### src/dr_pkg.sv
`default_nettype none

package dr_pkg;

    // Data word width of the datapath
    localparam int dr_width = 8;

    // One dual-rail bit, 00 is the spacer and 11 is illegal
    typedef struct packed {
        logic rail_t;
        logic rail_f;
    } dr_bit_t;

    // Valid logic zero, used for the carry-in and unused mux legs
    localparam dr_bit_t dr_zero = '{rail_t: 1'b0, rail_f: 1'b1};

    typedef dr_bit_t [dr_width-1:0] dr_word_t;

    typedef enum logic [1:0] {
        op_and = 2'd0,
        op_or  = 2'd1,
        op_xor = 2'd2,
        op_add = 2'd3
    } alu_op_e;

    // Op code in dual-rail form, bit 0 steers the first mux level
    typedef dr_bit_t [1:0] dr_op_t;

    typedef enum logic [1:0] {
        fn_and = 2'd0,
        fn_or  = 2'd1,
        fn_xor = 2'd2
    } gate_fn_e;

    typedef struct packed {
        alu_op_e             op;
        logic [dr_width-1:0] a;
        logic [dr_width-1:0] b;
    } alu_req_t;

    typedef struct packed {
        logic [dr_width-1:0] result;
        logic                carry;
    } alu_res_t;

    typedef struct packed {
        dr_op_t   op;
        dr_word_t a;
        dr_word_t b;
    } dr_dp_in_t;

    typedef struct packed {
        dr_word_t result;
        dr_bit_t  carry;
    } dr_dp_out_t;

endpackage

`default_nettype wire
### src/dr_alu_top.sv
`timescale 1ns/1ps
`default_nettype none

module dr_alu_top import dr_pkg::*; (
    input  logic     clk,
    input  logic     reset,
    input  logic     start,
    input  alu_req_t req,
    output logic     busy,
    output logic     done,
    output alu_res_t res
);

    dr_dp_in_t  dp_in;
    dr_dp_out_t dp_out;

    // Clocked four-phase controller
    dr_sequencer u_seq (
        .clk    (clk),
        .reset  (reset),
        .start  (start),
        .req    (req),
        .busy   (busy),
        .done   (done),
        .res    (res),
        .dp_in  (dp_in),
        .dp_out (dp_out)
    );

    // Self-timed dual-rail datapath
    dr_alu_word u_word (
        .dp_in  (dp_in),
        .dp_out (dp_out)
    );

endmodule

`default_nettype wire

### src/dr_sequencer.sv
`timescale 1ns/1ps
`default_nettype none

module dr_sequencer import dr_pkg::*; (
    input  logic       clk,
    input  logic       reset,
    input  logic       start,
    input  alu_req_t   req,
    output logic       busy,
    output logic       done,
    output alu_res_t   res,
    output dr_dp_in_t  dp_in,
    input  dr_dp_out_t dp_out
);

    typedef enum logic [1:0] {
        st_idle,
        st_data,
        st_spacer
    } state_e;

    state_e                state;
    alu_req_t              req_q;
    alu_res_t              cap;
    dr_bit_t [dr_width:0]  pairs;
    logic                  dp_complete;
    logic                  dp_null;

    function automatic dr_bit_t to_rail(input logic v);
        return '{rail_t: v, rail_f: ~v};
    endfunction

    // Spacer everywhere except in the data phase
    always_comb begin
        dp_in = '0;
        if (state == st_data) begin
            dp_in.op[0] = to_rail(req_q.op[0]);
            dp_in.op[1] = to_rail(req_q.op[1]);
            for (int i = 0; i < dr_width; i++) begin
                dp_in.a[i] = to_rail(req_q.a[i]);
                dp_in.b[i] = to_rail(req_q.b[i]);
            end
        end
    end

    // Result and carry rail pairs lie side by side
    assign pairs = dp_out;

    always_comb begin
        dp_complete = 1'b1;
        dp_null     = 1'b1;
        for (int i = 0; i <= dr_width; i++) begin
            dp_complete &= pairs[i].rail_t ^ pairs[i].rail_f;
            dp_null     &= ~(pairs[i].rail_t | pairs[i].rail_f);
        end
    end

    always_ff @(posedge clk) begin
        if (start && !busy) req_q <= req;
        // True rails carry the single-rail value once complete
        if (state == st_data && dp_complete) begin
            for (int i = 0; i < dr_width; i++) begin
                cap.result[i] <= dp_out.result[i].rail_t;
            end
            cap.carry <= dp_out.carry.rail_t;
        end
    end

    always_ff @(posedge clk) begin
        if (reset) begin
            state <= st_idle;
            busy  <= 1'b0;
            done  <= 1'b0;
            res   <= '0;
        end else begin
            done <= 1'b0;
            if (done) busy <= 1'b0;
            case (state)
                st_idle: begin
                    if (start && !busy) begin
                        state <= st_data;
                        busy  <= 1'b1;
                    end
                end
                st_data: begin
                    if (dp_complete) state <= st_spacer;
                end
                st_spacer: begin
                    // Wait for the whole datapath to drain before reporting
                    if (dp_null) begin
                        state <= st_idle;
                        done  <= 1'b1;
                        res   <= cap;
                    end
                end
                default: state <= st_idle;
            endcase
        end
    end

endmodule

`default_nettype wire

### src/dr_alu_word.sv
`timescale 1ns/1ps
`default_nettype none

module dr_alu_word import dr_pkg::*; (
    input  dr_dp_in_t  dp_in,
    output dr_dp_out_t dp_out
);

    dr_word_t and_w;
    dr_word_t or_w;
    dr_word_t xor_w;
    dr_word_t sum_w;
    dr_bit_t  carry [dr_width+1];
    dr_op_t   op_n;

    // Inverted selects are plain rail swaps
    assign op_n[0] = '{rail_t: dp_in.op[0].rail_f, rail_f: dp_in.op[0].rail_t};
    assign op_n[1] = '{rail_t: dp_in.op[1].rail_f, rail_f: dp_in.op[1].rail_t};

    assign carry[0] = dr_zero;

    for (genvar i = 0; i < dr_width; i++) begin : g_bit
        dr_gate #(.fn(fn_and)) u_and (.a(dp_in.a[i]), .b(dp_in.b[i]), .y(and_w[i]));
        dr_gate #(.fn(fn_or))  u_or  (.a(dp_in.a[i]), .b(dp_in.b[i]), .y(or_w[i]));
        dr_gate #(.fn(fn_xor)) u_xor (.a(dp_in.a[i]), .b(dp_in.b[i]), .y(xor_w[i]));

        dr_full_adder u_fa (
            .a    (dp_in.a[i]),
            .b    (dp_in.b[i]),
            .cin  (carry[i]),
            .sum  (sum_w[i]),
            .cout (carry[i+1])
        );
    end

    // One 4:1 mux per result bit plus one for the carry column.
    // Slots 0..3 hold the candidates in op order, 4..6 the mux nodes.
    for (genvar c = 0; c <= dr_width; c++) begin : g_col
        dr_bit_t node [7];

        if (c < dr_width) begin : g_data
            assign node[0] = and_w[c];
            assign node[1] = or_w[c];
            assign node[2] = xor_w[c];
            assign node[3] = sum_w[c];
            assign dp_out.result[c] = node[6];
        end else begin : g_carry
            // Carry is only meaningful for add
            assign node[0] = dr_zero;
            assign node[1] = dr_zero;
            assign node[2] = dr_zero;
            assign node[3] = carry[dr_width];
            assign dp_out.carry = node[6];
        end

        for (genvar k = 0; k < 3; k++) begin : g_mux
            dr_bit_t lo;
            dr_bit_t hi;

            dr_gate #(.fn(fn_and)) u_lo (.a(op_n[k/2]), .b(node[2*k]), .y(lo));
            dr_gate #(.fn(fn_and)) u_hi (.a(dp_in.op[k/2]), .b(node[2*k+1]), .y(hi));
            dr_gate #(.fn(fn_or))  u_or (.a(lo), .b(hi), .y(node[4+k]));
        end
    end

endmodule

`default_nettype wire

### src/dr_full_adder.sv
`timescale 1ns/1ps
`default_nettype none

module dr_full_adder import dr_pkg::*; (
    input  dr_bit_t a,
    input  dr_bit_t b,
    input  dr_bit_t cin,
    output dr_bit_t sum,
    output dr_bit_t cout
);

    dr_bit_t prop;
    dr_bit_t gen;
    dr_bit_t pass;

    // Half adder on the operands
    dr_gate #(.fn(fn_xor)) u_prop (.a(a), .b(b), .y(prop));
    dr_gate #(.fn(fn_and)) u_gen  (.a(a), .b(b), .y(gen));

    // Second half adder folds in the carry
    dr_gate #(.fn(fn_xor)) u_sum  (.a(prop), .b(cin), .y(sum));
    dr_gate #(.fn(fn_and)) u_pass (.a(prop), .b(cin), .y(pass));

    // Majority of a, b and cin
    dr_gate #(.fn(fn_or))  u_cout (.a(gen), .b(pass), .y(cout));

endmodule

`default_nettype wire

### src/dr_gate.sv
`timescale 1ns/1ps
`default_nettype none

module dr_gate import dr_pkg::*; #(
    parameter gate_fn_e fn = fn_and
) (
    input  dr_bit_t a,
    input  dr_bit_t b,
    output dr_bit_t y
);

    logic complete;
    logic onset;
    logic offset;

    // Both inputs must carry data before either output rail may rise
    assign complete = (a.rail_t | a.rail_f) & (b.rail_t | b.rail_f);

    always_comb begin
        case (fn)
            fn_and: begin
                onset  = a.rail_t & b.rail_t;
                offset = a.rail_f | b.rail_f;
            end
            fn_or: begin
                onset  = a.rail_t | b.rail_t;
                offset = a.rail_f & b.rail_f;
            end
            fn_xor: begin
                onset  = (a.rail_t & b.rail_f) | (a.rail_f & b.rail_t);
                offset = (a.rail_t & b.rail_t) | (a.rail_f & b.rail_f);
            end
            default: begin
                onset  = 1'b0;
                offset = 1'b0;
            end
        endcase
    end

    // Output falls back to NULL as soon as one input is a spacer
    assign y.rail_t = complete & onset;
    assign y.rail_f = complete & offset;

endmodule

`default_nettype wire

### config.mk
export PLATFORM = sky130hd
export DESIGN_NAME = dr_alu_top
export DESIGN_NICKNAME = d
export VERILOG_FILES = /design/src/dr_pkg.sv /design/src/dr_alu_top.sv /design/src/dr_sequencer.sv /design/src/dr_alu_word.sv /design/src/dr_full_adder.sv /design/src/dr_gate.sv
export SDC_FILE = /design/constraint.sdc
export NUM_CORES = 1
export LEC_CHECK = 0
export ABC_CLOCK_PERIOD_IN_PS = 5900
export BUFFER_PORTS_ARGS = -buffer_cell sky130_fd_sc_hd__buf_2
export CAP_MARGIN = 20
export CORE_ASPECT_RATIO = 0.5
export CORE_MARGIN = 10
export CORE_UTILIZATION = 40
export DETAILED_ROUTE_END_ITERATION = 10
export HOLD_SLACK_MARGIN = 0.05
export PLACE_DENSITY = 0.61
export SYNTH_ARGS = -nofsm -noshare
export SYNTH_HDL_FRONTEND = slang
export SYNTH_SLANG_ARGS = --single-unit
### constraint.sdc
create_clock -name clk -period 5.9 [get_ports clk]
set_clock_uncertainty 0.1 [all_clocks]
set_input_delay 0.295 -clock clk [delete_from_list [all_inputs] [get_ports clk]]
set_output_delay 0.295 -clock clk [all_outputs]
set_load 0.005 [all_outputs]
# After elaboration in Yosys (flattened, before gate mapping)
# Index checks and enable logic that the tools add are counted.
# word_totals
output_inout_bits,11
elab_cells,851
reg_bits,40
in_bits,21
# classes
bitwise,820
muxes,9
n_eq_ne,5
n_reduce_logical,7
# ops
op,n
$and 1x1->1,507
$or 1x1->1,276
$mux 36,1
$not 1->1,28
$xor 1x1->1,9
$mux 2,3
$ne 2x1->1 const B,3
$pmux 2 s3,1
$mux 1,4
$reduce_and 3->1,1
$eq 2x1->1 const B,1
$eq 2x2->1 const B,1
$logic_and 1x1->1,2
$logic_not 2->1,1
$reduce_and 2->1,1
$reduce_or 2->1,1
$logic_not 1->1,1

# Depth between registers and ports, before layout
# Gate-level depths: netlist (run 1).
# depth
depth_word,74
ltp_mapped,16
depth_no_buf,14

# Modules after synthesis
# A second synthesis (run 1) with hierarchy kept.
# unflattened
hier_cells,694
hier_area_um2,4504.3
# modules_own_cells
mod,seq_area_each_um2,instances,cells_per_inst,area_each_um2
dr_gate at u_word.g_bit[0].u_and ...,0.0,121,4,18.8
dr_sequencer,1071.0,1,160,1805.5
dr_gate at u_word.g_bit[0].u_fa.u_prop ...,0.0,24,2,17.5
dr_alu_word,0.0,1,2,7.5

# Worst setup path after synthesis (run 1)
# OpenSTA, ideal clock, no wires.
# synth_path
path_kind,register to register
start,register u_seq.req_q[1] in the netlist's numbering
end,"register u_seq.cap[0] in the netlist's numbering, enable pin"
setup_ps,402
slack_ps,2138
arrival_ps,3260
period_less_slack_ps,3762
t_required_ps,5398
stages_incl_launch_ff,11
path_buffers,0
cell_sequence,edfxtp_1 o211ai_2 a31oi_4 maj3_2 nand2_2 mux2i_1 a221o_1 or2_1 ha_1 nand2_1 nor4_1
# synth_via
elab_chain_len,69
elab_cells_between_ends,390
classes_between,mux (1); bitwise (388); reduce/logical (1)
# synth_rtl
element,line,text
"start, declared",dr_sequencer.sv:23,alu_req_t req_q;
"start signal, assigned",dr_sequencer.sv:59,if (start && !busy) req_q <= req;
$not 1->1,dr_sequencer.sv:30,"return '{rail_t: v, rail_f: ~v};"
$mux 36 *,dr_sequencer.sv:36,if (state == st_data) begin
$or 1x1->1 (tied with other cells),dr_gate.sv:17,assign complete = (a.rail_t | a.rail_f) & (b.rail_t | b.rail_f);
$and 1x1->1 (tied with other cells),dr_gate.sv:17,
$and 1x1->1 (on tied branches),"dr_gate.sv:41, dr_gate.sv:42",
$or 1x1->1,dr_gate.sv:17,
$and 1x1->1,dr_gate.sv:17,
$and 1x1->1 (on tied branches),"dr_gate.sv:41, dr_gate.sv:42",
(+47 left out),-,
$and 1x1->1 (on tied branches),"dr_gate.sv:41, dr_gate.sv:42",
$or 1x1->1,dr_gate.sv:17,
$and 1x1->1,dr_gate.sv:17,
$and 1x1->1 (on tied branches),"dr_gate.sv:41, dr_gate.sv:42",
$xor 1x1->1,dr_sequencer.sv:53,dp_complete &= pairs[i].rail_t ^ pairs[i].rail_f;
$and 1x1->1 (7 in series),dr_sequencer.sv:53,
$and 1x1->1 *,dr_sequencer.sv:53,
$logic_and 1x1->1 *,dr_sequencer.sv:61,if (state == st_data && dp_complete) begin
"end, declared",dr_sequencer.sv:24,alu_res_t cap;
# Every way passes the cells marked *; elsewhere a longest branch is shown, timed or not.
# A chain may end at the register's enable or synchronous reset.

# Worst setup path in the final report (run 1)
# layout_path
start,register u_seq.req_q[1] in the netlist's numbering
end,register u_seq.res[0] (netlist name)
# layout_via
elab_chain_len,70
elab_cells_between_ends,398
classes_between,mux (1); bitwise (396); reduce/logical (1)
# layout_rtl
element,line,text
$not 1->1,dr_sequencer.sv:30,
$mux 36 *,dr_sequencer.sv:36,
$or 1x1->1 (tied with other cells),dr_gate.sv:17,
$and 1x1->1 (tied with other cells),dr_gate.sv:17,
$and 1x1->1 (on tied branches),"dr_gate.sv:41, dr_gate.sv:42",
$or 1x1->1,dr_gate.sv:17,
$and 1x1->1,dr_gate.sv:17,
$and 1x1->1 (on tied branches),"dr_gate.sv:41, dr_gate.sv:42",
(+48 left out),-,
$or 1x1->1,dr_gate.sv:17,
$and 1x1->1,dr_gate.sv:17,
$and 1x1->1 (on tied branches),"dr_gate.sv:41, dr_gate.sv:42",
$or 1x1->1,dr_sequencer.sv:54,dp_null &= ~(pairs[i].rail_t | pairs[i].rail_f);
$not 1->1,dr_sequencer.sv:54,
$and 1x1->1 (7 in series),dr_sequencer.sv:54,
$and 1x1->1 *,dr_sequencer.sv:54,
$reduce_and 2->1 (no source line) *,-,
# Marked as above.

==> impl_metrics.yaml, run 1 <==
synthesis:
  yosys-top-cells-area: "edfxtp_1 35%, dfxtp_1 11%, nor2_1 5.5%"
  postSynthCellCount: 237
  yosysTopAreaCellShare_pct: 34.7
  synth_fp_nets: 267
  seq_area_frac_synth_pct: 45.8
  synth_warnings: 0
  netlist_area_um2: 2340
  async_flop_share_pct: 0
  synth-edff-count: 27
  ys_ff_latch: 40
  synth_top_cell_by_area: "edfxtp_1"
  synth_cell_types: 52
  syn_area_per_cell_um2: 9.87
  synth_ff_type: "edfxtp_1"
clocking:
  postCtsHoldBufs: 0
  clk_latency_ns: 0.28
  cts_resized: 0
  htreeDepth: 2
  root_buffer: "clkbuf_16"
  path_clk_slew_ns: 0.06
  post_cts_buffers: 0
  numCtsBuffers: 5
  clock_path_buffers: 2
  cts_tree: "yes"
  cts_num_sinks: 40
setup_path:
  crit_fanout: 10
  ff2ff_path_depth: 14
  end_kind: "flop"
  critPathArrivalTime_ns: 3.82
  required_ns: 5.97
  timing.rr.start: "u_seq.req_q[1]"
  startpoint_type: "flop"
  rrSetupSlack_ns: 2.14
  rr_endpoint: "u_seq.res[0]"
  crit_type: "flop to flop"
sta:
  finalHoldViolCount: 0
  tns_ns: 0
  min_period_ns: 3.76
  worstMarginPinSlew_ns: 0.945
  maxSlewViolCount: 0
  worst_slack_ns: 2.14
  report.final.setup_viol: 0
  fmax_mhz: 266
  rsz0062_at_grt: "false"
  max-slew-margin-rel_pct: 37.0
  period_share_pct: 63.7
floorplan:
  num_io_pins: 32
  fp-row-count: 19
  initial_core_util_pct: 42.0
  die_h_um: 74.1
  die_area_um2: 9490
  die_w_um: 128
  coreArea_um2: 5560
power:
  peakVddDrop_mv: 0.122
  p_per_area_nw_per_um2: 272
  power_leakage_nw: 1.05
  p_total_w: 0.000741
outcome:
  run_status: "finished clean"
min_path:
  min_from: "req[11]"
  whs_endpoint: "u_seq.req_q[11]"
  min_path_cells: 1
  hold_class: "input pin to flop"
layout:
  antenna_cells: 0
  fin_nets: 296
  mostFrequentLayoutCells: "34 x nor2_1, 31 x buf_2, 27 x edfxtp_1"
  layout_commonest_cell: "nor2_1"
  utilization_pct: 49.0
  area_delta_synth_final_pct: 16.5
  drive_gt1_share_pct: 21.7
  fin_cells: 340
route:
  drc: 0
  avgViaCountPerCell: 5.40
  post_drt_wl_per_cell_um: 14.6
  first_iter_violations: 120
  postRouteAntennaNets: 0
  finalWirelength_um: 4970
  dr.pass1.iters: 4
  vias: 1836
place:
  placed_cells: 332
  dpl.hpwl_um: 3770
  place_congestion: 0.803
  place_ws_ns: 2.11
  port_buffers: 31
global_route:
  grt_pass1_vias: 1757
  grt_start_max_net_pins: 33
  grt_overflow: 0
  globalRouteTotalUtil_pct: 10.9
  antenna_found_initial: 0
  grt_pass1_wl_um: 8440
run:
  cap_violations: 0
worst max-delay path, cell delays in order, from the launching register on:
cell and delay (ns):
edfxtp_1 0.47, o211ai_2 0.28, a31oi_4 0.16, o21bai_4 0.22, a21boi_4 0.09, a31o_2 0.29, a32o_1 0.27, o311ai_0 0.11
ha_1 0.21, nand2_1 0.05, nor2_1 0.10, nand4_1 0.14, nor3b_2 0.78, mux2i_1 0.31, nor2_1 0.05
Yosys cell counts (3+ instances only):
| master | number |
|---|---|
| a21oi_1 | 10 |
| nor2b_1 | 4 |
| nand2b_1 | 3 |
| or2_2 | 4 |
| nand4_1 | 6 |
| nor3_1 | 3 |
| nand2_1 | 23 |
| nor2_1 | 34 |
| a31oi_1 | 5 |
| o211ai_1 | 4 |
| clkbuf_1 | 7 |
| a221o_1 | 3 |
| o21ai_0 | 7 |
| nand3_1 | 7 |
| mux2i_1 | 11 |
| ha_1 | 9 |
| edfxtp_1 | 27 |
| buf_2 | 4 |
| dfxtp_1 | 13 |
| xor2_1 | 3 |
| xnor2_1 | 5 |
| inv_1 | 7 |
metal layers:
| layer | global-route usage [%] | up-vias | part of all wire, % | routed length, µm |
|---|---|---|---|---|
| li1 | - | 930 | - | - |
| met1 | 13.6 | 865 | 50 | 2510 |
| met2 | 17.5 | 34 | 43 | 2160 |
| met3 | 4.04 | 7 | 5.0 | 249 |
| met4 | 3.23 | 0 | 1.0 | 52 |
| met5 | 0 | - | 0 | 0 |
sequential cells by signal (all words and copies together) (netlist names):
name / cells
u_seq.done: 1
u_seq.cap: 9
u_seq.busy: 1
u_seq.res: 9
u_seq.req_q: 18
u_seq.state: 2
where the power goes:
| group | switching (W) | total, W | internal [W] |
|---|---|---|---|
| registers | 0.0000202 | 0.000333 | 0.000313 |
| clock network | 0.000104 | 0.000285 | 0.000182 |
| logic | 0.0000673 | 0.000123 | 0.0000561 |
layout make-up:
class	instances	area [µm²]
Clock buffer	6	150
Multi-Input combinational cell	178	1200
Timing Repair Buffer	34	178
Fill cell	528	2840
Inverter	7	26.3
Sequential cell	40	1070
Tap cell	73	91.3
Clock inverter	2	11.3
cells by family (layout without fill, tap and decap cells):
logic type               Yosys count  count (layout)  synth area share [%]
AO/OA/AOI/OAI                     51              51                  17.4
flip-flops                        40              40                  45.8
AND/OR/NAND/NOR                   94              94                  18.7
buffers and inverters             19              49                  3.26
multiplexers                      12              12                  5.19
XOR/XNOR                           8               8                  3.00
adder cells (fa/ha/maj)           13              13                  6.63
how the worst max path moves through the flow:
stage                               to  slack, ns  cells after the start             from
after floorplan           u_seq.cap[0]       2.14                     10   u_seq.req_q[1]
after global placement    u_seq.res[4]       2.22                     12   u_seq.req_q[1]
after detailed placement  u_seq.res[0]       2.11                     14   u_seq.req_q[1]
after CTS                 u_seq.res[0]       2.11                     14   u_seq.req_q[1]
after global routing      u_seq.res[0]       1.76                     12  u_seq.req_q[17]
final                     u_seq.res[0]       2.14                     14   u_seq.req_q[1]
stage by stage:
stage	cell area, µm²	hold slack (ns)
finish	2720	0.0886
global route	2720	0.0790
CTS	2720	0.0812
detailed placement	2560	0.374
global placement	2560	0.364
floorplan	2340	0.267
Power figures use the tool's default switching activity.
==> run 2: changes to the inputs <==
--- a/config.mk
+++ b/config.mk
@@ -5,7 +5,7 @@
 export SDC_FILE = /design/constraint.sdc
 export NUM_CORES = 1
 export LEC_CHECK = 0
-export ABC_CLOCK_PERIOD_IN_PS = 5900
+export ABC_CLOCK_PERIOD_IN_PS = 3740
 export BUFFER_PORTS_ARGS = -buffer_cell sky130_fd_sc_hd__buf_2
 export CAP_MARGIN = 20
 export CORE_ASPECT_RATIO = 0.5
==> constraint.sdc (replaced) <==
create_clock -name clk -period 3.74 [get_ports clk]
set_clock_uncertainty 0.1 [all_clocks]
set_input_delay 0.187 -clock clk [delete_from_list [all_inputs] [get_ports clk]]
set_output_delay 0.187 -clock clk [all_outputs]
set_load 0.005 [all_outputs]
==> impl_metrics.yaml, run 2 (synthesis results as in run 1) <==
setup_path:
  critPathArrivalTime_ns: 3.33
  critPathMostFrequentCell: "nand4_1"
  cpMaxStageDelayCell: "edfxtp_1"
  path_buf_inv: 1
  crit_fanout: 10
  end_kind: "flop"
  cp_top_family: "compound AO/OA/AOI/OAI gates"
  required_ns: 3.81
  ff2ff_path_depth: 15
  rr_endpoint: "u_seq.res[8]"
  rrSetupSlack_ns: 0.47
  path_cells: "o211ai_2, a31oi_4, o21bai_4, a21boi_4, a31o_2, maj3_2, nand4_1, ha_1, nand4_1, nor2_1, nand4_1, nor3b_2, buf_4, mux2i_1, nor2_1"
  crit_type: "flop to flop"
  cpPeakStageDelay_ns: 0.46
  timing.rr.start: "u_seq.req_q[1]"
  startpoint_type: "flop"
route:
  avgViaCountPerCell: 5.23
  vias: 1888
  first_iter_violations: 104
  post_drt_wl_per_cell_um: 14.1
  dr.pass1.iters: 4
  postRouteAntennaNets: 0
  drc: 0
  finalWirelength_um: 5080
sta:
  fmax_mhz: 306
  max-slew-margin-rel_pct: 63.5
  min_period_ns: 3.27
  worstMarginPinSlew_ns: 0.548
  report.final.setup_viol: 0
  period_share_pct: 87.4
  finalHoldViolCount: 0
  maxSlewViolCount: 0
  tns_ns: 0
  rsz0062_at_grt: "false"
floorplan:
  die_w_um: 128
  num_io_pins: 32
  initial_core_util_pct: 42.0
  die_area_um2: 9490
  fp-row-count: 19
  die_h_um: 74.1
  coreArea_um2: 5560
global_route:
  grt.busiest_layer: "met2"
  grt_pass1_vias: 1755
  antenna_found_initial: 0
  grt_pass1_wl_um: 8130
  grt_util_met1_pct: 14.0
  global_route.usage.met3_pct: 3.05
  grt_overflow: 0
  globalRouteTotalUtil_pct: 10.5
  met2_usage_pct: 15.9
  grt_start_max_net_pins: 21
power:
  power_leakage_nw: 1.13
  comb_power_share_pct: 19.1
  p_clk_share_pct: 35.7
  p_sw_share_pct: 26.5
  switching_power_w: 0.000304
  peakVddDrop_mv: 0.221
  p_per_area_nw_per_um2: 393
  seq_power_share_pct: 45.2
  p_int_w: 0.000843
layout:
  utilization_pct: 52.5
  layout_commonest_cell: "nor2_1"
  fin_nets: 317
  mostFrequentLayoutCells: "34 x nor2_1, 31 x buf_2, 27 x edfxtp_1"
  largest_register_ffs: 18
  reg_top3: "u_seq.req_q: 18 flops, u_seq.cap: 9 flops, u_seq.res: 9 flops"
  antenna_cells: 0
  area_delta_synth_final_pct: 24.9
  drive_gt1_share_pct: 21.5
  largest-register: "u_seq.req_q"
clocking:
  cts_resized: 0
  root_buffer: "clkbuf_16"
  clk_latency_ns: 0.28
  cts_num_sinks: 40
  numCtsBuffers: 5
  postCtsHoldBufs: 18
  cts_tree: "yes"
  post_cts_buffers: 0
  path_clk_slew_ns: 0.06
  htreeDepth: 2
  clock_path_buffers: 2
min_path:
  hold_class: "input pin to flop"
  whs_endpoint: "u_seq.res[7]"
  min_path_cells: 2
  min_from: "reset"
run:
  cap_violations: 0
place:
  port_buffers: 31
  place_congestion: 0.853
  dpl.hpwl_um: 3640
outcome:
  run_status: "finished clean"
run 2: how the worst max path moves through the flow:
| stage | to | cells after the start | slack [ns] | startpoint |
|---|---|---|---|---|
| final | u_seq.res[8] | 15 | 0.47 | u_seq.req_q[1] |
| after global routing | u_seq.res[6] | 15 | 0.17 | u_seq.req_q[2] |
| after CTS | u_seq.res[6] | 15 | 0.46 | u_seq.req_q[1] |
| after detailed placement | u_seq.res[7] | 15 | 0.47 | u_seq.req_q[1] |
| after global placement | u_seq.cap[1] | 11 | 0.54 | u_seq.req_q[8] |
| after floorplan | u_seq.cap[0] | 10 | 0.36 | u_seq.req_q[1] |
run 2: power groups by stage:
| stage | registers, W | logic (W) | clock network (W) |
|---|---|---|---|
| after CTS | 0.000518 | 0.000217 | 0.000424 |
| final | 0.000519 | 0.000220 | 0.000409 |
| after floorplan | 0.000517 | 0.000159 | 0 |
| after detailed placement | 0.000527 | 0.000202 | 0 |
| after global placement | 0.000526 | 0.000197 | 0 |
| after global routing | 0.000521 | 0.000247 | 0.000441 |
run 2: metrics by stage:
step                      instances  cell area [µm²]  hold slack [ns]  setup WS [ns]  power [W]
after floorplan                 237             2340            0.159          0.358   0.000676
after global placement          334             2590            0.264          0.544   0.000723
after detailed placement        334             2590            0.265          0.470   0.000729
after CTS                       360             2910            0.127          0.459    0.00116
after global routing            361             2920            0.148          0.169    0.00121
final                           361             2920            0.130          0.472    0.00115
run 2: cell type report:
class	instances	area (µm²)
sequential	40	1070
timing repair buffer	55	388
multi-input combinational	178	1200
inverter	7	26.3
fill	507	2640
tap	73	91.3
clock buffer	6	129
clock inverter	2	11.3
run 2: worst reg2reg max path, cell delays in order, from the launching register on:
cell      delay (ns)
edfxtp_1        0.46
o211ai_2        0.26
a31oi_4         0.16
o21bai_4        0.23
a21boi_4        0.10
a31o_2          0.29
maj3_2          0.32
nand4_1         0.11
ha_1            0.16
nand4_1         0.07
nor2_1          0.09
nand4_1         0.14
nor3b_2         0.17
buf_4           0.23
mux2i_1         0.22
nor2_1          0.06
run 2: metal layers:
layer	vias up	part of all wire, %
met2	49	40
met4	0	0.77
li1	970	-
met3	5	4.7
met1	864	54
met5	-	0
